### src/common/cache_settings.svh
`ifndef CACHE_SETTINGS_SVH
`define CACHE_SETTINGS_SVH

// byte address bits actually decoded, upper address bits are ignored
`define ADDR_BITS 16

// direct-mapped, one word per line
`define CACHE_LINES 16

// main memory size in 32-bit words
`define MEM_WORDS 16384

// cycles from request accepted to ready pulse
`define MEM_LATENCY 3

`endif

### src/common/cache_pkg.sv
`include "cache_settings.svh"

package cache_pkg;

    typedef logic [31:0] word_t;

    // full processor address, only the low ADDR_BITS are decoded
    typedef logic [31:0] addr_t;

    // tag sits above index and byte offset
    typedef logic [`ADDR_BITS-$clog2(`CACHE_LINES)-3:0] tag_t;
    typedef logic [$clog2(`CACHE_LINES)-1:0] index_t;

    typedef enum logic [1:0] {
        ic_idle,
        ic_compare_tag,
        ic_allocate
    } icache_state_t;

    typedef enum logic [1:0] {
        dc_idle,
        dc_compare_tag,
        dc_write_back,
        dc_allocate
    } dcache_state_t;

endpackage

### src/common/mem_pkg.sv
`include "cache_settings.svh"

package mem_pkg;

    // word address into main memory
    typedef logic [$clog2(`MEM_WORDS)-1:0] mem_addr_t;

    typedef enum logic [1:0] {
        owner_none,
        owner_icache,
        owner_dcache
    } mem_owner_t;

endpackage

### src/dcache/dcache.sv
`timescale 1ns/10ps
`include "cache_settings.svh"

module dcache (
    input  logic               clk,
    input  logic               rst,
    input  cache_pkg::addr_t   cpu_addr,
    input  cache_pkg::word_t   cpu_wdata,
    input  logic               cpu_we,
    input  logic               cpu_valid,
    output cache_pkg::word_t   cpu_rdata,
    output logic               cpu_ready,
    output logic               mem_valid,
    output logic               mem_we,
    output mem_pkg::mem_addr_t mem_addr,
    output cache_pkg::word_t   mem_wdata,
    input  cache_pkg::word_t   mem_rdata,
    input  logic               mem_ready
);

    localparam int IDX_MSB = $clog2(`CACHE_LINES) + 1;

    cache_pkg::dcache_state_t state;
    cache_pkg::dcache_state_t state_next;

    logic [`CACHE_LINES-1:0] line_valid;
    logic [`CACHE_LINES-1:0] line_dirty;
    cache_pkg::tag_t         tag_mem [`CACHE_LINES];
    cache_pkg::word_t        data_mem [`CACHE_LINES];

    cache_pkg::index_t index;
    cache_pkg::tag_t   tag;
    logic              hit;
    logic              victim_dirty;
    logic              write_hit;
    logic              fill_done;

    assign index = cpu_addr[IDX_MSB:2];
    assign tag   = cpu_addr[`ADDR_BITS-1:IDX_MSB+1];
    assign hit   = line_valid[index] && (tag_mem[index] == tag);

    // a valid dirty line under another tag has to go back first
    assign victim_dirty = line_valid[index] && line_dirty[index];

    assign write_hit = (state == cache_pkg::dc_compare_tag) && hit && cpu_we;
    assign fill_done = (state == cache_pkg::dc_allocate) && mem_ready;

    assign cpu_rdata = data_mem[index];

    // only sampled by memory during write-back
    assign mem_wdata = data_mem[index];

    always_ff @(posedge clk)
    begin
        if (rst)
            state <= cache_pkg::dc_idle;
        else
            state <= state_next;
    end

    always_comb
    begin
        state_next = state;
        cpu_ready  = 1'b0;
        mem_valid  = 1'b0;
        mem_we     = 1'b0;
        mem_addr   = cpu_addr[`ADDR_BITS-1:2];
        case (state)
            cache_pkg::dc_idle:
            begin
                if (cpu_valid)
                    state_next = cache_pkg::dc_compare_tag;
            end
            cache_pkg::dc_compare_tag:
            begin
                if (hit)
                begin
                    cpu_ready  = 1'b1;
                    state_next = cache_pkg::dc_idle;
                end
                else if (victim_dirty)
                begin
                    state_next = cache_pkg::dc_write_back;
                end
                else
                begin
                    state_next = cache_pkg::dc_allocate;
                end
            end
            cache_pkg::dc_write_back:
            begin
                // old line goes back to its own address
                mem_valid = 1'b1;
                mem_we    = 1'b1;
                mem_addr  = {tag_mem[index], index};
                if (mem_ready)
                    state_next = cache_pkg::dc_allocate;
            end
            cache_pkg::dc_allocate:
            begin
                mem_valid = 1'b1;
                if (mem_ready)
                    state_next = cache_pkg::dc_compare_tag;
            end
            default:
            begin
                state_next = cache_pkg::dc_idle;
            end
        endcase
    end

    always_ff @(posedge clk)
    begin
        if (rst)
        begin
            line_valid <= '0;
            line_dirty <= '0;
        end
        else if (write_hit)
        begin
            line_dirty[index] <= 1'b1;
        end
        else if (state == cache_pkg::dc_write_back && mem_ready)
        begin
            line_dirty[index] <= 1'b0;
        end
        else if (fill_done)
        begin
            line_valid[index] <= 1'b1;
            line_dirty[index] <= 1'b0;
        end
    end

    // write miss lands here too, on the compare_tag hit after the fill
    always_ff @(posedge clk)
    begin
        if (write_hit)
        begin
            data_mem[index] <= cpu_wdata;
        end
        else if (fill_done)
        begin
            data_mem[index] <= mem_rdata;
            tag_mem[index]  <= tag;
        end
    end

endmodule

### config.mk
export PLATFORM = sky130hd
export DESIGN_NAME = dcache
export DESIGN_NICKNAME = d
export VERILOG_FILES = /design/src/common/cache_pkg.sv /design/src/common/mem_pkg.sv /design/src/dcache/dcache.sv
export VERILOG_INCLUDE_DIRS = /design/src /design/src/common
export SDC_FILE = /design/constraint.sdc
export NUM_CORES = 1
export LEC_CHECK = 0
export BUFFER_PORTS_ARGS = -buffer_cell sky130_fd_sc_hd__clkbuf_2
export CAP_MARGIN = 10
export CORE_MARGIN = 2
export CORE_UTILIZATION = 53
export DETAILED_ROUTE_END_ITERATION = 12
export GPL_TIMING_DRIVEN = 0
export PLACE_DENSITY = 0.81
export SLEW_MARGIN = 10
export SYNTH_ARGS = -nofsm -noshare
export SYNTH_HDL_FRONTEND = slang
export SYNTH_SLANG_ARGS = --single-unit
### constraint.sdc
create_clock -name clk -period 6.29 [get_ports clk]
set_clock_uncertainty 0.05 [all_clocks]
set_input_delay 0.629 -clock clk [delete_from_list [all_inputs] [get_ports clk]]
set_output_delay 0.629 -clock clk [all_outputs]
set_load 0.02 [all_outputs]
==> metrics <==
f_max=0.188 GHz; die area=0.0559 sq mm; Final Hold Vio Count=0; P_leak=11.0 nW; Pwr per Cell Area=301 mW/mm^2; Most common cell on crit path=buf_4; Synth area leader=edfxtp_1; Net Count, Synth=1450; Starting Density=53.4%; Cell variety after synth=46; # hold bufs at CTS=0; crit path buf inv count=8; pre-CTS setup slack=0.982 ns; ANT cells=0; fraction of the cycle the final worst path needs=84.6%; status=finished, final reports clean; post-route DRC violation count=0; YS warnings=0; Congestion Overflow GR=0; number of buffers created by CTS=69; CP startpoint kind=primary input; GR peak layer=met2; Global Route met3 Usage=4.56%; first-pass GRT wire length=104000 microns; Core ar.=0.0536 sq mm; CTS HTree Levels=3; cell with the most instances after synthesis=edfxtp_1; cell family with most CP delay=buffers and inverters; Synth Register Bits=706; M2 GR Usage=43.2%; fin crit period=5.32 ns; Post-synth EDFFs=672; Max-slew headroom=17.8%; Clock Latency Late Sink=0.62 ns; maxcap violations=0; CP Class=in2out; slowest CP cell=buf_1; Worst Setup End Kind=primary output; fraction of layout instances using a drive strength above 1=38.6%; Reg area=0.0209 sq mm; initial DRC count=2020; max incr delay on CP=0.87 ns; main flop type after synthesis=edfxtp_1; FFs w/ async S/R, synth=0%; Pwr Total=9.96 mW; post-DP HPWL=42000 microns; antenna-violating nets left=0; postcts setup bufs=0; WP data required=5.61 ns; Slew @ Worst Pin=1.23 ns; Critical Path AT=4.64 ns; most frequent cells after synthesis=672 x edfxtp_1, 210 x mux4_2, 55 x nor2_1; area occupied by multi-input gates=0.00716 sq mm; max-slew violations=0; I/O pins=182; Net count, final=1701; Row Count=85; clk sinks=706; GRT Resource Usage Total=26.0%; vias in the first global route=15600; Mapped Area=0.0286 sq mm; largest net degree at the start of global routing=23; Detailed Routing Iterations Pass 1=7; final WL=71300 microns; CTS tree=yes; synthesized area per cell=21.3 sq um; initial antenna violation count=0; post-layout instance area=0.0331 sq mm; PnR worst setup slack=0.967 ns; DR vias/cell=6.48; crit path max fanout=10; DIE WIDTH=236 microns; CTS root buffer=clkbuf_16; Reg clk slew, reported paths=0.06 ns; fillers=3559; Mapped Cells=1345; clock buffer depth=3; Die Ht=236 microns; WL per Instance=30.5 microns; worst hold path type=in2reg; Synth top area share=70.5%; Seq/Total Area, Yosys=72.8%; Synth area leaders=edfxtp_1 70%, mux4_2 17%, dfxtp_1 2.4%; RePlAce Congestion=0.898; worst hold slack=0.389 ns; met1 GRT Util=34.6%; Area growth, synth to finish=15.5%; CTS-repair resized insts=0; CP cell instances=buf_4 -> buf_4 -> buf_4 -> buf_2 -> clkbuf_1 -> buf_1 -> mux4_2 -> mux4_2 -> buf_4 -> clkbuf_2; r2r setup slk=1.83 ns; via count=15200; Max VDD drop=0.245 mV; area post-placement=0.0309 sq mm; I/O Buffers=159; unrepaired setup endpoints after global routing=no; # setup viols final=0
-- flip-flops by register name (all words and copies together) (netlist names), named ones only --
name	cells
data_mem	512
line_valid	16
state	2
tag_mem	160
-- path summary, 6_finish.rpt --
path,startpoint,end,cells after the start
worst max-delay path,cpu_addr[2],mem_wdata[8],10
worst min-delay path,cpu_wdata[5],data_mem[14][5],2
worst max register to register,tag_mem[10][2],data_mem[8][30],12
worst min register to register,line_valid[2],line_valid[2],2
-- layout make-up --
| cell class | instances | area share (%) |
|---|---|---|
| repair buffers | 180 | 3.78 |
| multi-input cells | 518 | 21.6 |
| flip-flops and latches | 706 | 63.1 |
| plain buffers | 113 | 2.19 |
| clock buffers | 95 | 5.64 |
| well taps | 696 | 2.63 |
| clock inverters | 26 | 0.961 |
| inverters | 8 | 0.0908 |
-- layout by cell type, fill, tap and decap left out, types with 9 or more instances in the layout --
cell	count
edfxtp_1	672
mux4_2	210
clkbuf_2	162
clkbuf_16	71
clkbuf_1	56
buf_4	44
nand2_1	42
o21ai_0	39
nor2_1	35
dfxtp_1	34
mux2_4	27
mux2i_1	21
nand2b_1	20
buf_2	17
mux2_2	16
nor2_4	16
o41ai_2	16
buf_12	11
buf_16	10
buf_6	9
xnor2_1	9
clkinv_1	9
-- layer usage --
| metal | share of wire, % | vias to the layer above |
|---|---|---|
| met5 | 0 | - |
| met4 | 3.5 | 0 |
| met3 | 9.2 | 184 |
| met2 | 51 | 1073 |
| met1 | 37 | 7873 |
| li1 | - | 6039 |
-- through the flow --
stage | utilization, % | std cells | TNS (ns)
finish | 61.7 | 2342 | 0
global route | 61.7 | 2342 | 0
CTS | 61.6 | 2339 | 0
detailed placement | 57.6 | 2218 | 0
global placement | 56.5 | 2200 | -326.25
floorplan | - | 1345 | 0
-- where the power goes --
group	internal, mW	switching (mW)	total (mW)
sequential	5.16	0.00442	5.16
combinational	0.286	0.426	0.712
clock	2.31	1.77	4.08
total	7.75	2.20	9.96
-- cells by family (layout without fill, tap and decap cells) --
group	Yosys count	count (layout)	share of synthesized area, %
buf+inv	121	422	2.62
xor+xnor	13	13	0.398
simple gates	147	147	2.44
mux	274	274	19.3
flops	706	706	72.8
fa+ha+maj	4	4	0.175
compound gates	80	80	2.22
No activity file was read; power rests on OpenSTA's default activity.
