$ cat config.mk
export PLATFORM = sky130hd
export DESIGN_NAME = icache
export DESIGN_NICKNAME = d
export VERILOG_FILES = /design/src/common/cache_pkg.sv /design/src/common/mem_pkg.sv /design/src/icache/icache.sv
export VERILOG_INCLUDE_DIRS = /design/src /design/src/common
export SDC_FILE = /design/constraint.sdc
export NUM_CORES = 1
export LEC_CHECK = 0
export BUFFER_PORTS_ARGS = -buffer_cell sky130_fd_sc_hd__buf_2
export CORE_UTILIZATION = 60
export DETAILED_ROUTE_END_ITERATION = 8
export PLACE_DENSITY = 0.78
export SYNTH_ARGS = -nofsm -noshare
export SYNTH_HDL_FRONTEND = slang
export SYNTH_SLANG_ARGS = --single-unit
$ cat constraint.sdc
create_clock -name clk -period 5.9 [get_ports clk]
set_input_delay 0 -clock clk [delete_from_list [all_inputs] [get_ports clk]]
set_output_delay 0 -clock clk [all_outputs]
set_load 0.005 [all_outputs]
$ cat src/common/cache_settings.svh
`ifndef CACHE_SETTINGS_SVH
`define CACHE_SETTINGS_SVH

// byte address bits actually decoded, upper address bits are ignored
`define ADDR_BITS 16

// direct-mapped, one word per line
`define CACHE_LINES 16

// main memory size in 32-bit words
`define MEM_WORDS 16384

// cycles from request accepted to ready pulse
`define MEM_LATENCY 3

`endif

$ cat src/common/cache_pkg.sv
`include "cache_settings.svh"

package cache_pkg;

    typedef logic [31:0] word_t;

    // full processor address, only the low ADDR_BITS are decoded
    typedef logic [31:0] addr_t;

    // tag sits above index and byte offset
    typedef logic [`ADDR_BITS-$clog2(`CACHE_LINES)-3:0] tag_t;
    typedef logic [$clog2(`CACHE_LINES)-1:0] index_t;

    typedef enum logic [1:0] {
        ic_idle,
        ic_compare_tag,
        ic_allocate
    } icache_state_t;

    typedef enum logic [1:0] {
        dc_idle,
        dc_compare_tag,
        dc_write_back,
        dc_allocate
    } dcache_state_t;

endpackage

$ cat src/common/mem_pkg.sv
`include "cache_settings.svh"

package mem_pkg;

    // word address into main memory
    typedef logic [$clog2(`MEM_WORDS)-1:0] mem_addr_t;

    typedef enum logic [1:0] {
        owner_none,
        owner_icache,
        owner_dcache
    } mem_owner_t;

endpackage

$ cat src/icache/icache.sv
`timescale 1ns/10ps
`include "cache_settings.svh"

module icache (
    input  logic               clk,
    input  logic               rst,
    input  cache_pkg::addr_t   cpu_addr,
    input  logic               cpu_valid,
    output cache_pkg::word_t   cpu_data,
    output logic               cpu_ready,
    output logic               mem_valid,
    output mem_pkg::mem_addr_t mem_addr,
    input  cache_pkg::word_t   mem_rdata,
    input  logic               mem_ready
);

    localparam int IDX_MSB = $clog2(`CACHE_LINES) + 1;

    cache_pkg::icache_state_t state;
    cache_pkg::icache_state_t state_next;

    logic [`CACHE_LINES-1:0] line_valid;
    cache_pkg::tag_t         tag_mem [`CACHE_LINES];
    cache_pkg::word_t        data_mem [`CACHE_LINES];

    cache_pkg::index_t index;
    cache_pkg::tag_t   tag;
    logic              hit;

    assign index = cpu_addr[IDX_MSB:2];
    assign tag   = cpu_addr[`ADDR_BITS-1:IDX_MSB+1];
    assign hit   = line_valid[index] && (tag_mem[index] == tag);

    // word of the requested line, qualified by cpu_ready
    assign cpu_data = data_mem[index];

    // refill fetches the requested word itself
    assign mem_addr = cpu_addr[`ADDR_BITS-1:2];

    always_ff @(posedge clk)
    begin
        if (rst)
            state <= cache_pkg::ic_idle;
        else
            state <= state_next;
    end

    always_comb
    begin
        state_next = state;
        cpu_ready  = 1'b0;
        mem_valid  = 1'b0;
        case (state)
            cache_pkg::ic_idle:
            begin
                if (cpu_valid)
                    state_next = cache_pkg::ic_compare_tag;
            end
            cache_pkg::ic_compare_tag:
            begin
                if (hit)
                begin
                    cpu_ready  = 1'b1;
                    state_next = cache_pkg::ic_idle;
                end
                else
                begin
                    state_next = cache_pkg::ic_allocate;
                end
            end
            cache_pkg::ic_allocate:
            begin
                // held until the arbiter passes the memory ready back
                mem_valid = 1'b1;
                if (mem_ready)
                    state_next = cache_pkg::ic_compare_tag;
            end
            default:
            begin
                state_next = cache_pkg::ic_idle;
            end
        endcase
    end

    always_ff @(posedge clk)
    begin
        if (rst)
            line_valid <= '0;
        else if (state == cache_pkg::ic_allocate && mem_ready)
            line_valid[index] <= 1'b1;
    end

    // line fill
    always_ff @(posedge clk)
    begin
        if (state == cache_pkg::ic_allocate && mem_ready)
        begin
            tag_mem[index]  <= tag;
            data_mem[index] <= mem_rdata;
        end
    end

endmodule

==> summary.txt, run 1 <==
Die
  – Floorplan die area: 44800 µm²
  – Top Ports: 116
  – Die span in y: 212 µm
  – Initial Utilization: 61.1%
  – Count of standard-cell rows: 76
  – Area of the core region: 43200 µm²
  – Die Width: 212 µm

Global routing
  – First-pass GRT wire length: 84.3 mm
  – Total congestion overflow: 0
  – Overall fraction of global-route tracks in use: 26.7%
  – Initial antenna violation count: 1
  – Maximum number of pins on one net before global-route repair: 71
  – Vias in the first global route: 13.3k

Finish
  – Post-Layout Cell Count: 1923
  – Number of fill cells: 2523
  – Commonest non-fill, non-tap cells in the layout: 672 x sky130_fd_sc_hd__edfxtp_1, 196 x sky130_fd_sc_hd__mux4_2, 93 x sky130_fd_sc_hd__buf_2
  – Most common cell after layout, fill and taps aside: sky130_fd_sc_hd__edfxtp_1
  – Number of nets in the layout: 1360
  – Core Util, Final: 69.9%
  – # diodes: 0
  – Post-synthesis to final-layout area growth: 14.4%
  – Proportion of layout cells with a drive suffix above 1: 31.7%

Route
  – DR DRC count: 0
  – Router iterations before antenna repair: 5
  – Routed WL per cell: 29.9 µm
  – Via density: 6.50
  – DRT Wirelength: 57.5 mm
  – Number of DRC markers after the initial detailed-route iteration: 1295
  – Vias post-DR: 12.5k
  – DRT antenna net count: 0

STA
  – Post-layout minimum cycle time: 3.36 ns
  – Hold Vio Cnt, Final: 0
  – Final slew viol count: 0
  – Post-route fraction of the period consumed by the critical path: 57.0%
  – Highest achievable clock rate: 297 MHz
  – Remaining max-slew budget at the tightest pin: 19.2%
  – Clock Skew: 0.0218 ns
  – Final sum of negative setup slack: 0 ns
  – Transition time at the pin with the least slew margin: 1.21 ns
  – Unrepaired setup endpoints after global routing: no
  – Final Hold Slack: 0.343 ns
  – Setup violations, final: 0

Worst setup path
  – Worst Setup End Kind: flop
  – Critical path data required time: 6.36 ns
  – Worst-path cell chain: buf_8, buf_4, mux4_2, nor2b_1, nor3_1, nor4_1, o221ai_1, o311ai_1, a21oi_1, dlygate4sd3_1
  – Longest individual stage delay on the worst path: 0.83 ns
  – Crit start category: input pin
  – Worst setup path class: input pin to flop
  – Register-to-Register Path Depth: 5
  – Data arrival, critical path: 3.82 ns
  – Maximum fanout encountered on the critical timing path: 49
  – Cell at the slowest stage of the critical path: sky130_fd_sc_hd__buf_4

Power
  – Leakage power: 9.62 nW
  – Maximum vdd ir drop: 0.269 mV
  – Total design power: 10.1 mW
  – Pwr/cell area: 335 nW/µm²

Logic synthesis
  – Post-synth top area share: 76.5%
  – Mapped Area: 26400 µm²
  – Top cells by area in the synthesized netlist: sky130_fd_sc_hd__edfxtp_1 77%, sky130_fd_sc_hd__mux4_2 17%, sky130_fd_sc_hd__dfxtp_1 1.4%, sky130_fd_sc_hd__mux2i_1 0.95%, sky130_fd_sc_hd__nor2_1 0.71%
  – Cell type contributing the most total cell area after synthesis: sky130_fd_sc_hd__edfxtp_1
  – Yosys warning total: 0
  – Synthesized netlist net count: 1188
  – Cells after synthesis: 1120
  – Number of distinct standard cells referenced by the synthesized netlist: 41
  – Syn avg cell area: 23.5 µm²
  – Sequential fraction of the synthesis area: 77.9%
  – Number of synthesized register bits: 690

Clocking
  – Post-cts resize count: 0
  – Number of clock buffers inserted by TritonCTS: 67
  – Clock Tree Root: sky130_fd_sc_hd__clkbuf_16
  – Maximum number of buffers from clock root to sink: 3
  – TritonCTS clock tree: yes
  – H-tree level count: 3
  – CTS Sinks: 690
  – Clock-pin slew of the registers on the worst-case setup and hold paths: 0.06 ns
  – Later-pin clock latency in the skew report: 0.59 ns

Status
  – Run status: finished clean

Run
  – Total of max-cap violations: 0

Placement
  – I/O Buffers: 97
  – Final HPWL DP: 27.6 mm
  – Global placer's final weighted congestion: 0.760
  – Number of cells in the design after placement: 1760

Hold path
  – Cell count of the worst hold path: 2
  – Worst min-delay path category: input pin to flop
## cell type report
class | instances | area (µm²) | area share [%]
Sequential cell | 690 | 20500 | 68.1
Multi-Input combinational cell | 356 | 5540 | 18.4
Clock buffer | 88 | 1840 | 6.10
Timing Repair Buffer | 172 | 1190 | 3.94
Tap cell | 585 | 732 | 2.43
Clock inverter | 27 | 307 | 1.02
Inverter | 5 | 18.8 | 0.0622
## worst max-delay path: cells and delay by family
| kind | cells | cell delay [ns] |
|---|---|---|
| simple gates | 3 | 0.66 |
| compound gates | 3 | 0.73 |
| buf+inv | 3 | 1.80 |
| mux | 1 | 0.60 |
## metal layers
metal,GRT usage [%],wire length (µm),up-vias
met5,0,13,-
met4,9.70,1610,2
met2,44.0,29200,698
met3,5.06,5000,124
met1,36.2,21700,6566
li1,-,-,5110
## kinds of logic after synthesis
family | synth area share (%)
AOI/OAI and AO/OA | 0.963
xor gates and xnor gates | 0.365
buffers and inverters | 1.50
DFF | 77.9
muxes | 17.7
and+or+nand+nor | 1.58
## synth_stat cells, drive strengths merged
| cell type | n |
|---|---|
| edfxtp | 672 |
| mux4 | 196 |
| nor2 | 50 |
| buf | 46 |
| mux2i | 25 |
| clkbuf | 23 |
| dfxtp | 18 |
| xnor2 | 11 |
| nor3 | 9 |
| nand2 | 6 |
| nand2b | 6 |
| a211oi | 5 |
| inv | 5 |
| nor2b | 5 |
| a22o | 4 |
| a22oi | 4 |
| nand3 | 4 |
| a21oi | 3 |
| nand4 | 3 |
| nor4 | 3 |
| o22ai | 3 |
| a221oi | 2 |
| and3 | 2 |
| a211o | 1 |
| a21o | 1 |
| a2bb2oi | 1 |
| a31oi | 1 |
| a32o | 1 |
| and4 | 1 |
| nand4b | 1 |
| o211a | 1 |
| o21a | 1 |
| o21ai | 1 |
| o21ba | 1 |
| o221ai | 1 |
| o311ai | 1 |
| o32ai | 1 |
| or3 | 1 |
## report_power, final
part           internal (mW)  switching (mW)  leakage (nW)
combinational          0.211           0.248          2.39
sequential              5.38         0.00367          6.19
clock                   2.50            1.77          1.04
total                   8.09            2.02          9.62
## final timing paths
path	start	end	slack [ns]
worst min-delay path	mem_rdata[2]	data_mem[12][2]	0.34
worst max register to register	state[1]	tag_mem[12][9]	2.82
worst max-delay path	cpu_addr[2]	state[1]	2.54
worst min register to register	line_valid[10]	line_valid[10]	0.48
## metrics by stage
step	setup slack [ns]	cell area, µm²
floorplan	1.26	26400
global placement	2.51	27500
detailed placement	2.43	27500
CTS	2.48	30200
global route	2.24	30200
finish	2.54	30200
## timing repair
action	4_1_cts	5_1_grt
setup buffers	0	0
hold endpoints to repair	690	0
hold buffers	48	0
## sequential cells by signal, indices dropped and copies added (netlist names)
signal,flops
line_valid,16
state,2
data_mem,512
tag_mem,160
Note: power is estimated with default switching activity, not from simulation.
==> run 2, diff against run 1 <==
==> constraint.sdc (replaced) <==
create_clock -name clk -period 3.5 [get_ports clk]
set_input_delay 0 -clock clk [delete_from_list [all_inputs] [get_ports clk]]
set_output_delay 0 -clock clk [all_outputs]
set_load 0.005 [all_outputs]
==> summary.txt, run 2 (synthesis results as in run 1) <==
Status
  – Run status: finished clean

Worst setup path
  – Crit start category: flop
  – Cell at the slowest stage of the critical path: sky130_fd_sc_hd__mux4_2
  – Critical path data required time: 3.50 ns
  – Maximum fanout encountered on the critical timing path: 2
  – Buf/Inv on CP: 1
  – Data arrival, critical path: 2.91 ns
  – Longest individual stage delay on the worst path: 0.53 ns
  – Worst Setup End Kind: output pin
  – Family with the most delay on the worst path: simple AND/OR/NAND/NOR gates
  – Worst-path cell chain: mux4_2, and4_1, nor4_1, nand3_1, o221ai_1, nor3_1, and3_1, buf_2
  – Worst setup path class: flop to output pin

Run
  – Total of max-cap violations: 0

Clocking
  – Post-cts resize count: 0
  – Number of clock buffers inserted by TritonCTS: 68
  – Clock-pin slew of the registers on the worst-case setup and hold paths: 0.06 ns
  – TritonCTS clock tree: yes
  – Clock Tree Root: sky130_fd_sc_hd__clkbuf_16
  – H-tree level count: 3
  – Post-CTS setup repair buffer count: 0
  – Later-pin clock latency in the skew report: 0.58 ns
  – Maximum number of buffers from clock root to sink: 3
  – CTS Sinks: 690

Route
  – DR DRC count: 0
  – Via density: 6.47
  – DRT Wirelength: 57.3 mm
  – Vias post-DR: 12.5k
  – Number of DRC markers after the initial detailed-route iteration: 1270
  – Routed WL per cell: 29.5 µm
  – DRT antenna net count: 0
  – Router iterations before antenna repair: 5

Finish
  – Sequential cell area: 20500 µm²
  – Flip-flop count of the largest register, all copies and words added: 512
  – Largest reg by FF count: data_mem
  – Number of nets in the layout: 1369
  – Number of fill cells: 2469
  – Core Util, Final: 70.6%
  – Proportion of layout cells with a drive suffix above 1: 32.6%
  – Most common cell after layout, fill and taps aside: sky130_fd_sc_hd__edfxtp_1
  – Post-Layout Cell Count: 1940
  – Commonest non-fill, non-tap cells in the layout: 672 x sky130_fd_sc_hd__edfxtp_1, 196 x sky130_fd_sc_hd__mux4_2, 93 x sky130_fd_sc_hd__buf_2
  – # diodes: 0
  – Multi-input combinational cell area: 5570 µm²
  – Post-synthesis to final-layout area growth: 15.6%
  – Biggest registers after layout: data_mem (512), tag_mem (160), line_valid (16)

Power
  – Maximum vdd ir drop: 0.336 mV
  – Pwr/cell area: 562 nW/µm²
  – Leakage power: 9.75 nW

STA
  – Unrepaired setup endpoints after global routing: no
  – Post-route fraction of the period consumed by the critical path: 83.2%
  – Clock Skew: 0.0164 ns
  – Final sum of negative setup slack: 0 ns
  – Post-layout minimum cycle time: 2.91 ns
  – Highest achievable clock rate: 343 MHz
  – Hold Vio Cnt, Final: 0
  – Transition time at the pin with the least slew margin: 0.990 ns
  – Setup violations, final: 0
  – Final slew viol count: 0
  – Remaining max-slew budget at the tightest pin: 34.0%

Global routing
  – Vias in the first global route: 13.1k
  – Initial antenna violation count: 1
  – Overall fraction of global-route tracks in use: 26.7%
  – First-pass GRT wire length: 84.3 mm
  – Maximum number of pins on one net before global-route repair: 69
  – Total congestion overflow: 0

Die
  – Area of the core region: 43200 µm²
  – Floorplan die area: 44800 µm²
  – Die Width: 212 µm
  – Count of standard-cell rows: 76
  – Top Ports: 116
  – Die span in y: 212 µm
  – Initial Utilization: 61.1%

Placement
  – I/O Buffers: 97
  – Global placer's final weighted congestion: 0.764
  – Final HPWL DP: 27.7 mm
  – Number of cells in the design after placement: 1769

Hold path
  – Worst min-delay path category: input pin to flop
==> run 2: cell types whose count changed in the layout (fill, tap and decap cells not counted), sizes merged <==
cell	change
buf	+9
clkbuf	+7
inv	+3
bufinv	-1
clkinv	+1
clkinvlp	-1
dlygate4sd3	-1
==> run 2: final timing paths <==
| kind | startpoint | end | slack, ns | depth (start not counted) |
|---|---|---|---|---|
| worst max-delay path | tag_mem[15][6] | cpu_ready | 0.59 | 8 |
| worst min-delay path | mem_rdata[4] | data_mem[0][4] | 0.33 | 2 |
| worst max register to register | state[1] | data_mem[8][17] | 0.73 | 5 |
| worst min register to register | line_valid[11] | line_valid[11] | 0.47 | 2 |
==> run 2: area by class of cell <==
cell class,count,area share [%]
clock buffer,95,6.22
multi-input combinational,356,18.3
inverter,5,0.0616
tap,585,2.40
sequential,690,67.4
timing repair buffer,180,4.67
clock inverter,29,1.03
==> run 2: what timing repair did <==
| item | in CTS | in global routing |
|---|---|---|
| hold buffers | 47 | 0 |
| setup endpoints to repair | 0 | 0 |
| hold endpoints to repair | 690 | 0 |
==> run 2: per-stage QoR <==
step                      worst slack, ns  cell area, µm²  hold WS, ns  power, mW
final                               0.589           30500        0.333       17.1
after global routing                0.468           30500        0.328       17.6
after CTS                           0.575           30500        0.290       17.2
after detailed placement            0.804           27800        0.302       9.99
after global placement              0.863           27800        0.288       9.97
after floorplan                  -0.00760           26400       0.0808       9.71
==> run 2: where the power goes <==
group | internal [mW] | switching (mW) | leakage (nW)
Clock | 4.25 | 3.02 | 1.09
Combinational | 0.360 | 0.423 | 2.48
Sequential | 9.07 | 0.00613 | 6.19
==> run 2: per-layer routing <==
metal  GRT usage, %  vias to the layer above  routed length [µm]
met4           8.02                        2                1090
met5              0                        -                  13
met1           36.8                     6631               22100
met3           4.55                       86                4530
li1               -                     5133                   -
met2           44.5                      693               29500
