File: src/common/cache_settings.svh
`ifndef CACHE_SETTINGS_SVH
`define CACHE_SETTINGS_SVH

// byte address bits actually decoded, upper address bits are ignored
`define ADDR_BITS 16

// direct-mapped, one word per line
`define CACHE_LINES 16

// main memory size in 32-bit words
`define MEM_WORDS 16384

// cycles from request accepted to ready pulse
`define MEM_LATENCY 3

`endif

File: src/common/cache_pkg.sv
`include "cache_settings.svh"

package cache_pkg;

    typedef logic [31:0] word_t;

    // full processor address, only the low ADDR_BITS are decoded
    typedef logic [31:0] addr_t;

    // tag sits above index and byte offset
    typedef logic [`ADDR_BITS-$clog2(`CACHE_LINES)-3:0] tag_t;
    typedef logic [$clog2(`CACHE_LINES)-1:0] index_t;

    typedef enum logic [1:0] {
        ic_idle,
        ic_compare_tag,
        ic_allocate
    } icache_state_t;

    typedef enum logic [1:0] {
        dc_idle,
        dc_compare_tag,
        dc_write_back,
        dc_allocate
    } dcache_state_t;

endpackage

File: src/common/mem_pkg.sv
`include "cache_settings.svh"

package mem_pkg;

    // word address into main memory
    typedef logic [$clog2(`MEM_WORDS)-1:0] mem_addr_t;

    typedef enum logic [1:0] {
        owner_none,
        owner_icache,
        owner_dcache
    } mem_owner_t;

endpackage

File: src/design/mem_arbiter.sv
`timescale 1ns/10ps

module mem_arbiter (
    input  logic               clk,
    input  logic               rst,
    input  logic               i_valid,
    input  mem_pkg::mem_addr_t i_addr,
    output cache_pkg::word_t   i_rdata,
    output logic               i_ready,
    input  logic               d_valid,
    input  logic               d_we,
    input  mem_pkg::mem_addr_t d_addr,
    input  cache_pkg::word_t   d_wdata,
    output cache_pkg::word_t   d_rdata,
    output logic               d_ready,
    output logic               req,
    output logic               we,
    output mem_pkg::mem_addr_t addr,
    output cache_pkg::word_t   wdata,
    input  cache_pkg::word_t   rdata,
    input  logic               ready
);

    mem_pkg::mem_owner_t owner;
    mem_pkg::mem_owner_t grant;
    logic                last_dcache;

    // held owner wins, otherwise pick combinationally so no cycle is lost
    always_comb
    begin
        if (owner != mem_pkg::owner_none)
            grant = owner;
        else if (i_valid && d_valid)
            grant = last_dcache ? mem_pkg::owner_icache : mem_pkg::owner_dcache;
        else if (i_valid)
            grant = mem_pkg::owner_icache;
        else if (d_valid)
            grant = mem_pkg::owner_dcache;
        else
            grant = mem_pkg::owner_none;
    end

    always_comb
    begin
        req  = 1'b0;
        we   = 1'b0;
        addr = i_addr;
        case (grant)
            mem_pkg::owner_icache:
            begin
                req  = i_valid;
                addr = i_addr;
            end
            mem_pkg::owner_dcache:
            begin
                req  = d_valid;
                we   = d_we;
                addr = d_addr;
            end
            default:
            begin
                req = 1'b0;
            end
        endcase
    end

    // icache never writes
    assign wdata = d_wdata;

    assign i_rdata = rdata;
    assign d_rdata = rdata;
    assign i_ready = ready && (owner == mem_pkg::owner_icache);
    assign d_ready = ready && (owner == mem_pkg::owner_dcache);

    always_ff @(posedge clk)
    begin
        if (rst)
        begin
            owner       <= mem_pkg::owner_none;
            last_dcache <= 1'b0;
        end
        else if (ready)
        begin
            owner       <= mem_pkg::owner_none;
            last_dcache <= (owner == mem_pkg::owner_dcache);
        end
        else if (owner == mem_pkg::owner_none && grant != mem_pkg::owner_none)
        begin
            owner <= grant;
        end
    end

endmodule

File: config.mk
export PLATFORM = sky130hd
export DESIGN_NAME = mem_arbiter
export DESIGN_NICKNAME = d
export VERILOG_FILES = /design/src/common/cache_pkg.sv /design/src/common/mem_pkg.sv /design/src/design/mem_arbiter.sv
export VERILOG_INCLUDE_DIRS = /design/src /design/src/common
export SDC_FILE = /design/constraint.sdc
export NUM_CORES = 1
export LEC_CHECK = 0
export ABC_AREA = 1
export BUFFER_PORTS_ARGS = -buffer_cell sky130_fd_sc_hd__buf_2
export CELL_PAD_IN_SITES_DETAIL_PLACEMENT = 1
export CELL_PAD_IN_SITES_GLOBAL_PLACEMENT = 1
export CORE_MARGIN = 3
export CORE_UTILIZATION = 15
export CTS_CLUSTER_SIZE = 16
export DETAILED_ROUTE_END_ITERATION = 10
export HOLD_SLACK_MARGIN = 0.15
export PLACE_DENSITY = 0.95
export SYNTH_ARGS = -nofsm -noshare
export SYNTH_HDL_FRONTEND = slang
export SYNTH_SLANG_ARGS = --single-unit
export TNS_END_PERCENT = 1
File: constraint.sdc
create_clock -name clk -period 2.3 [get_ports clk]
set_clock_uncertainty 0.2 [all_clocks]
set_input_delay 0 -clock clk [delete_from_list [all_inputs] [get_ports clk]]
set_output_delay 0 -clock clk [all_outputs]
set_load 0.005 [all_outputs]
==> impl_summary.log, run 1 <==
INFO  metric startpoint_type = input pin
INFO  metric post_drt_wl_per_cell = 14.12 µm
INFO  metric initial_utilization = 16.02%
INFO  metric cts-buffers-inserted = 3
INFO  metric slowest_stage = sky130_fd_sc_hd__dlygate4sd3_1
INFO  metric cts_root_buf = sky130_fd_sc_hd__clkbuf_8
INFO  metric cts_tree = done
INFO  metric ctsHtreeMaxLevel = 1
INFO  metric dp_hpwl = 2.185 mm
INFO  metric worst_path_largest_cell_delay = 0.57 ns
INFO  metric synth_most_common_cell = sky130_fd_sc_hd__buf_4
INFO  metric achievable-frequency = 454.2 MHz
INFO  metric fin_nets = 324
INFO  metric worstPathCellList = dlygate4sd3_1, buf_2, nand3_2, nand2_8, nand2_4, nand2_1, nand2_1, dlygate4sd3_1, buf_2
INFO  metric critical_path_buf_inv_count = 4
INFO  metric route.detailed.vias_per_inst = 3.754
INFO  metric die_h = 92.60 µm
INFO  metric cts_max_path_buffers = 2
INFO  metric core-area = 0.007019 mm²
INFO  metric hp-class = input pin to output port
INFO  metric biggest_area_consumer_among_synthesized_cells = sky130_fd_sc_hd__buf_4
INFO  metric worst_endpoint_data_arrival_time = 2.00 ns
INFO  metric power.density = 309.9 mW/mm²
INFO  metric flop_pwr_share = 9.9%
INFO  metric antenna_left = 0
INFO  metric dominant_synthesized_flop_cell = sky130_fd_sc_hd__dfxtp_1
INFO  metric detailedRoute.firstPassIterationCount = 3
INFO  metric path_max_fanout = 16
INFO  metric yosys_reg_bits = 3
INFO  metric via_count_of_the_first_global_routing_pass = 1292
INFO  metric p_leak = 0.0008983 µW
INFO  metric antenna_cells_inserted = 0
INFO  metric postSynthCellCount = 167
INFO  metric actual_slew_at_the_worst_max_slew_pin = 0.1919 ns
INFO  metric relative_area_change_from_synthesis_to_final_layout = 62.40%
INFO  metric dr_vias = 1205
INFO  metric intPower = 382.5 µW
INFO  metric postSynthAreaPerCell = 6.736 µm²
INFO  metric totalNegativeSetupSlack = 0 ns
INFO  metric clock_power_share = 26.7%
INFO  metric clkLatencyLatePin = 0.21 ns
INFO  metric first_iter_violations = 19
INFO  metric synthArstFlopShare = 0%
INFO  metric first_pass_grt_wire_length = 6.037 mm
INFO  metric floorplan.io_pins = 212
INFO  metric final-hold-violation-count = 0
INFO  metric finalPower = 566.0 µW
INFO  metric yosys.area.top_type_share = 65.41%
INFO  metric outcome = completed
INFO  metric pwr-share-comb = 63.4%
INFO  metric syn_area = 0.001125 mm²
INFO  metric drc = 0
INFO  metric period_utilization_post_route = 95.73%
INFO  metric grt_antenna_before_repair = 0
INFO  metric final_design_area_no_fill = 0.001827 mm²
INFO  metric finalWirelength = 4.534 mm
INFO  metric crit_family = buffers and inverters
INFO  metric clock-sinks = 3
INFO  metric crit_required = 2.10 ns
INFO  metric synth_cell_types = 16
INFO  metric number_of_enable_type_register_cells_in_the_synthesized_netlist = 0
INFO  metric setup_viol = 0
INFO  metric endpoint_kind_of_the_worst_setup_timing_path = output port
INFO  metric numPlacedInstances = 215
INFO  metric max-slew-margin-rel = 87.19%
INFO  metric floorplan.die.width = 92.60 µm
INFO  metric globalRouteTotalUtil = 8.763%
INFO  metric power_switching = 183.5 µW
INFO  metric finalCriticalPeriod = 2.202 ns
INFO  metric grt_start_max_net_pins = 18
INFO  metric core.rowCount = 30
INFO  metric switching_share = 32.43%
INFO  metric gp_congestion = 0.6633
INFO  metric maxCapViolations = 0
INFO  metric post_synth_most_frequent_cells = sky130_fd_sc_hd__buf_4, sky130_fd_sc_hd__nand2_1, sky130_fd_sc_hd__nand3_1
INFO  metric fp.dieArea = 0.008574 mm²
INFO  metric synth_nets = 265
INFO  metric netlist_top_cells_area = sky130_fd_sc_hd__buf_4, sky130_fd_sc_hd__nand2_1, sky130_fd_sc_hd__nand3_1
INFO  metric grt_overflow_total = 0
INFO  metric path_class = input pin to output port
INFO  metric layout.cells.non_filler = 321
INFO  metric layout-drive-gt1-share = 30.67%
INFO  metric fraction_of_the_yosys_area_taken_by_sequential_cells = 5.339%
INFO  metric irDropWorstVdd = 0.1535 mV
INFO  metric placement.cell_area = 749.5 µm²
INFO  metric unrepaired_setup_endpoints_after_global_routing = no
INFO  metric timing_max_transition_violations_final = 0
INFO  metric port_buffers = 51
INFO  metric synthesis.yosys.warnings = 0
worst register-to-register path: cells and delay by family (launching register included):
family                 cells  cell delay [ns]
flip-flops                 1             0.30
AND/OR/NAND/NOR            4             0.31
buffers and inverters      3             0.84
layout by cell type, fill, tap and decap left out, types with 2 or more instances in the layout:
| cell type | n |
|---|---|
| sky130_fd_sc_hd__dlygate4sd3_1 | 98 |
| sky130_fd_sc_hd__buf_2 | 51 |
| sky130_fd_sc_hd__nand2_1 | 29 |
| sky130_fd_sc_hd__nand3_1 | 18 |
| sky130_fd_sc_hd__nand2_2 | 3 |
| sky130_fd_sc_hd__inv_1 | 3 |
| sky130_fd_sc_hd__clkbuf_8 | 3 |
| sky130_fd_sc_hd__dfxtp_1 | 3 |
| sky130_fd_sc_hd__buf_4 | 3 |
| sky130_fd_sc_hd__inv_2 | 2 |
| sky130_fd_sc_hd__nand2_4 | 2 |
timing repair:
action | 4_1_cts | 5_1_grt
hold endpoints to repair | 114 | 0
setup endpoints to repair | 0 | 13
setup buffers | 0 | 4
hold buffers | 98 | 0
resized for setup | 0 | 1
sequential cells by signal (all words and copies together) (netlist names):
register and count:
owner 2, last_dcache 1
metrics by stage:
step,worst slack (ns),utilization [%],hold WS [ns]
floorplan,1.193,-,-0.1196
global placement,0.9653,10.68,-0.2000
detailed placement,0.8975,10.68,-0.2000
CTS,0.07361,25.29,0.1603
global route,0.01366,26.03,0.1859
finish,0.09828,26.03,0.1469
routing by layer:
metal | GRT usage (%) | vias up | wire length (µm)
met1 | 5.871 | 532 | 1167
met2 | 19.82 | 123 | 2723
met3 | 2.762 | 12 | 523
met4 | 4.332 | 0 | 120
li1 | - | 538 | -
met5 | 0 | - | 0
layout make-up:
| class | count | area (µm²) |
|---|---|---|
| Fill cell | 821 | 5192 |
| Timing Repair Buffer | 153 | 1279 |
| Multi-Input combinational cell | 60 | 304.0 |
| Tap cell | 96 | 120.1 |
| Sequential cell | 3 | 60.06 |
| Clock buffer | 4 | 45.04 |
| Inverter | 5 | 18.77 |
logic make-up (layout without fill, tap and decap cells):
logic type	count (synthesis)	in the layout	synth area share, %
AOI/OAI and AO/OA	2	2	1.001
and+or+nand+nor	58	58	25.25
buffers and inverters	104	162	68.41
DFF	3	3	5.339
power groups by stage:
stage	combinational, µW	clock (µW)	sequential, µW
5_1_grt	389	162	55.9
2_1_floorplan	217	0	56.1
3_3_place_gp	148	0	56.2
4_1_cts	337	156	55.7
3_5_place_dp	154	0	56.3
6_report	359	151	55.8
final timing paths:
check / startpoint / to / slack (ns) / depth (start not counted)
worst min-delay path: d_addr[0] / addr[0] / 0.15 / 4
worst max-delay path: d_valid / addr[2] / 0.1 / 9
worst min register to register: owner[1]$_SDFFE_PP0P_ / owner[1]$_SDFFE_PP0P_ / 0.40 / 2
worst max register to register: owner[1]$_SDFFE_PP0P_ / owner[0]$_SDFFE_PP0P_ / 0.59 / 7
(Power assumes the default switching activity.)
==> run 2: changes to the inputs <==
==> constraint.sdc (replaced) <==
create_clock -name clk -period 2.3 [get_ports clk]
set_clock_uncertainty 0.2 [all_clocks]
set_input_delay 0 -clock clk [delete_from_list [all_inputs] [get_ports clk]]
set_output_delay 0 -clock clk [all_outputs]
set_load 0.05 [all_outputs]
==> run 2 against run 1 <==
Compared with the run above: setup slack improved by 0.36 ns; count of clock-buffer cells in the layout did not move; sequential share of layout area rose by 0.76 points; flip-flop and latch count did not move; largest cell class unchanged; via count fell by 11%; clock power barely moved; non-clock buffer count fell by 33; critical endpoint is now addr[5].
==> impl_summary.log, run 2 (synthesis gave the netlist of run 1 again) <==
INFO  metric outcome = completed (unchanged)
INFO  metric power.density = 612.9 mW/mm² (was 309.9 mW/mm²)
INFO  metric fp.dieArea = 0.008574 mm² (unchanged)
INFO  metric cts_repair_resize_count = 0 (unchanged)
INFO  metric first_pass_grt_wire_length = 5.202 mm (was 6.037 mm)
INFO  metric cts_setup_buffers = 0 (unchanged)
INFO  metric first_iter_violations = 16 (was 19)
INFO  metric slowest_stage = sky130_fd_sc_hd__dlygate4sd3_1 (unchanged)
INFO  metric layout.core_utilization = 21.16% (was 26.03%)
INFO  metric setup_viol = 0 (unchanged)
INFO  metric ctsHtreeMaxLevel = 1 (unchanged)
INFO  metric post-route-worst-setup-slack = 0.4613 ns (was 0.09828 ns)
INFO  metric achievable-frequency = 543.8 MHz (was 454.2 MHz)
INFO  metric startpoint_type = input pin (unchanged)
INFO  metric layout.cells.non_filler = 288 (was 321)
INFO  metric clkLatencyLatePin = 0.21 ns (about the same)
INFO  metric cts_root_buf = sky130_fd_sc_hd__clkbuf_8 (unchanged)
INFO  metric path_class = input pin to output port (unchanged)
INFO  metric totalNegativeSetupSlack = 0 ns (unchanged)
INFO  metric worst_path_most_repeated_cell = sky130_fd_sc_hd__nand2_1
INFO  metric finalCriticalPeriod = 1.839 ns (was 2.202 ns)
INFO  metric max-slew-margin-rel = 31.67% (was 87.19%)
INFO  metric cts_tree = done (unchanged)
INFO  metric worstPathCellList = dlygate4sd3_1, buf_2, nand2_1, nand3_2, nand2_4, nand2_4, nand2_1, nand2_1, buf_2 (was dlygate4sd3_1, buf_2, nand3_2, nand2_8, nand2_4, nand2_1, nand2_1, dlygate4sd3_1, buf_2)
INFO  metric critical_path_buf_inv_count = 3 (was 4)
INFO  metric antenna_cells_inserted = 0 (unchanged)
INFO  metric antenna_left = 0 (unchanged)
INFO  metric worst_path_largest_cell_delay = 0.54 ns (was 0.57 ns)
INFO  metric dr_vias = 1075 (was 1205)
INFO  metric core.rowCount = 30 (unchanged)
INFO  metric largest_reg_flops = 2 (unchanged)
INFO  metric post_drt_wl_per_cell = 13.88 µm (was 14.12 µm)
INFO  metric largest-register = owner (unchanged)
INFO  metric crit_required = 2.10 ns (about the same)
INFO  metric crit_family = buffers and inverters (unchanged)
INFO  metric dp_hpwl = 2.101 mm (was 2.185 mm)
INFO  metric irDropWorstVdd = 0.1415 mV (was 0.1535 mV)
INFO  metric finalWirelength = 3.998 mm (was 4.534 mm)
INFO  metric p_leak = 0.0007485 µW (was 0.0008983 µW)
INFO  metric globalRouteTotalUtil = 7.833% (was 8.763%)
INFO  metric grt_overflow_total = 0 (unchanged)
INFO  metric core-area = 0.007019 mm² (unchanged)
INFO  metric unrepaired_setup_endpoints_after_global_routing = no (unchanged)
INFO  metric path_max_fanout = 16 (unchanged)
INFO  metric timing_max_transition_violations_final = 0 (unchanged)
INFO  metric grt_antenna_before_repair = 0 (unchanged)
INFO  metric worst_endpoint_data_arrival_time = 1.64 ns (was 2.00 ns)
INFO  metric layout.cells.most_common = sky130_fd_sc_hd__dlygate4sd3_1 (unchanged)
INFO  metric floorplan.io_pins = 212 (unchanged)
INFO  metric layout-drive-gt1-share = 33.85% (was 30.67%)
INFO  metric hp-class = input pin to flop (was input pin to output port)
INFO  metric gp_congestion = 0.7228 (was 0.6633)
INFO  metric final-hold-violation-count = 0 (unchanged)
INFO  metric cts-buffers-inserted = 3 (unchanged)
INFO  metric fin_nets = 291 (was 324)
INFO  metric holdCritStartpoint = d_valid (was d_addr[0])
INFO  metric route.detailed.vias_per_inst = 3.733 (was 3.754)
INFO  metric drc = 0 (unchanged)
INFO  metric clock-sinks = 3 (unchanged)
INFO  metric critPathLaunch = i_valid (was d_valid)
INFO  metric floorplan.die.width = 92.60 µm (unchanged)
INFO  metric biggestRegsByFlops = owner (2), last_dcache (1) (unchanged)
INFO  metric relative_area_change_from_synthesis_to_final_layout = 32.04% (was 62.40%)
INFO  metric mostFrequentLayoutCells = sky130_fd_sc_hd__dlygate4sd3_1, sky130_fd_sc_hd__buf_2, sky130_fd_sc_hd__nand2_1, sky130_fd_sc_hd__nand3_1 (unchanged)
INFO  metric cts.reportedPaths.clkPinSlew = 0.03 ns
INFO  metric via_count_of_the_first_global_routing_pass = 1061 (was 1292)
INFO  metric grt_start_max_net_pins = 18 (unchanged)
INFO  metric maxCapViolations = 0 (unchanged)
INFO  metric period_utilization_post_route = 79.95% (was 95.73%)
INFO  metric die_h = 92.60 µm (unchanged)
INFO  metric actual_slew_at_the_worst_max_slew_pin = 1.022 ns (was 0.1919 ns)
INFO  metric endpoint_kind_of_the_worst_setup_timing_path = output port (unchanged)
INFO  metric initial_utilization = 16.02% (unchanged)
INFO  metric detailedRoute.firstPassIterationCount = 4 (was 3)
INFO  metric cts_max_path_buffers = 2 (unchanged)
INFO  metric reg2reg_from = owner[0]$_SDFFE_PP0P_ (was owner[1]$_SDFFE_PP0P_)
INFO  metric dpl_worst_slack = 0.7474 ns (was 0.8975 ns)
INFO  metric numPlacedInstances = 215 (unchanged)
INFO  metric port_buffers = 51 (unchanged)
[run 2: cell count changes in the layout (fill, tap and decap cells not counted)]
| cell | previous run | this run |
|---|---|---|
| sky130_fd_sc_hd__dlygate4sd3_1 | 98 | 69 |
| sky130_fd_sc_hd__buf_4 | 3 | 0 |
| sky130_fd_sc_hd__buf_12 | 1 | 0 |
| sky130_fd_sc_hd__nand2_4 | 2 | 3 |
| sky130_fd_sc_hd__nand2_8 | 1 | 0 |
[run 2: final cells by class]
class                   instances  area [µm²]
clock buffers                   4       45.04
inverters                       5       18.77
flip-flops and latches          3       60.06
fillers                       840        5534
well taps                      96       120.1
repair buffers                120       945.9
multi-input cells              60       295.3
[run 2: final timing paths]
check,to,slack [ns],cells after the start
worst max-delay path,addr[5],0.46,9
worst min-delay path,owner[0]$_SDFFE_PP0P_,0.15,4
worst max register to register,owner[1]$_SDFFE_PP0P_,0.76,4
worst min register to register,owner[0]$_SDFFE_PP0P_,0.57,4
[run 2: worst register-to-register path, delay by kind of cell (launching register included)]
family | cells | cell delay [ns]
buf+inv | 2 | 0.66
flops | 1 | 0.31
compound gates | 1 | 0.18
simple gates | 1 | 0.13
[run 2: timing repair]
item / 4_1_cts / 5_1_grt
hold buffers: 69 / 0
hold endpoints to repair: 99 / 0
setup endpoints to repair: 0 / 0
[run 2: routing by layer]
| layer | global-route usage, % | wire (µm) | up-vias |
|---|---|---|---|
| li1 | - | - | 472 |
| met1 | 5.337 | 998 | 457 |
| met2 | 17.34 | 2395 | 128 |
| met3 | 2.437 | 478 | 18 |
| met4 | 4.455 | 126 | 0 |
| met5 | 0 | 0 | - |
[run 2: stage by stage]
step | area [µm²] | power (µW) | hold slack (ns)
after global routing | 1485 | 944.9 | 0.2141
after detailed placement | 749.5 | 331.5 | -0.1997
after global placement | 749.5 | 325.7 | -0.1997
final | 1485 | 910.2 | 0.1503
after CTS | 1485 | 913.5 | 0.1653
after floorplan | 1125 | 708.1 | -0.08622
[run 2: report_power, final]
part	switching [µW]	total [µW]	internal [µW]
registers	1.28	55.8	54.5
clock network	34.4	153	118
logic	556	702	146
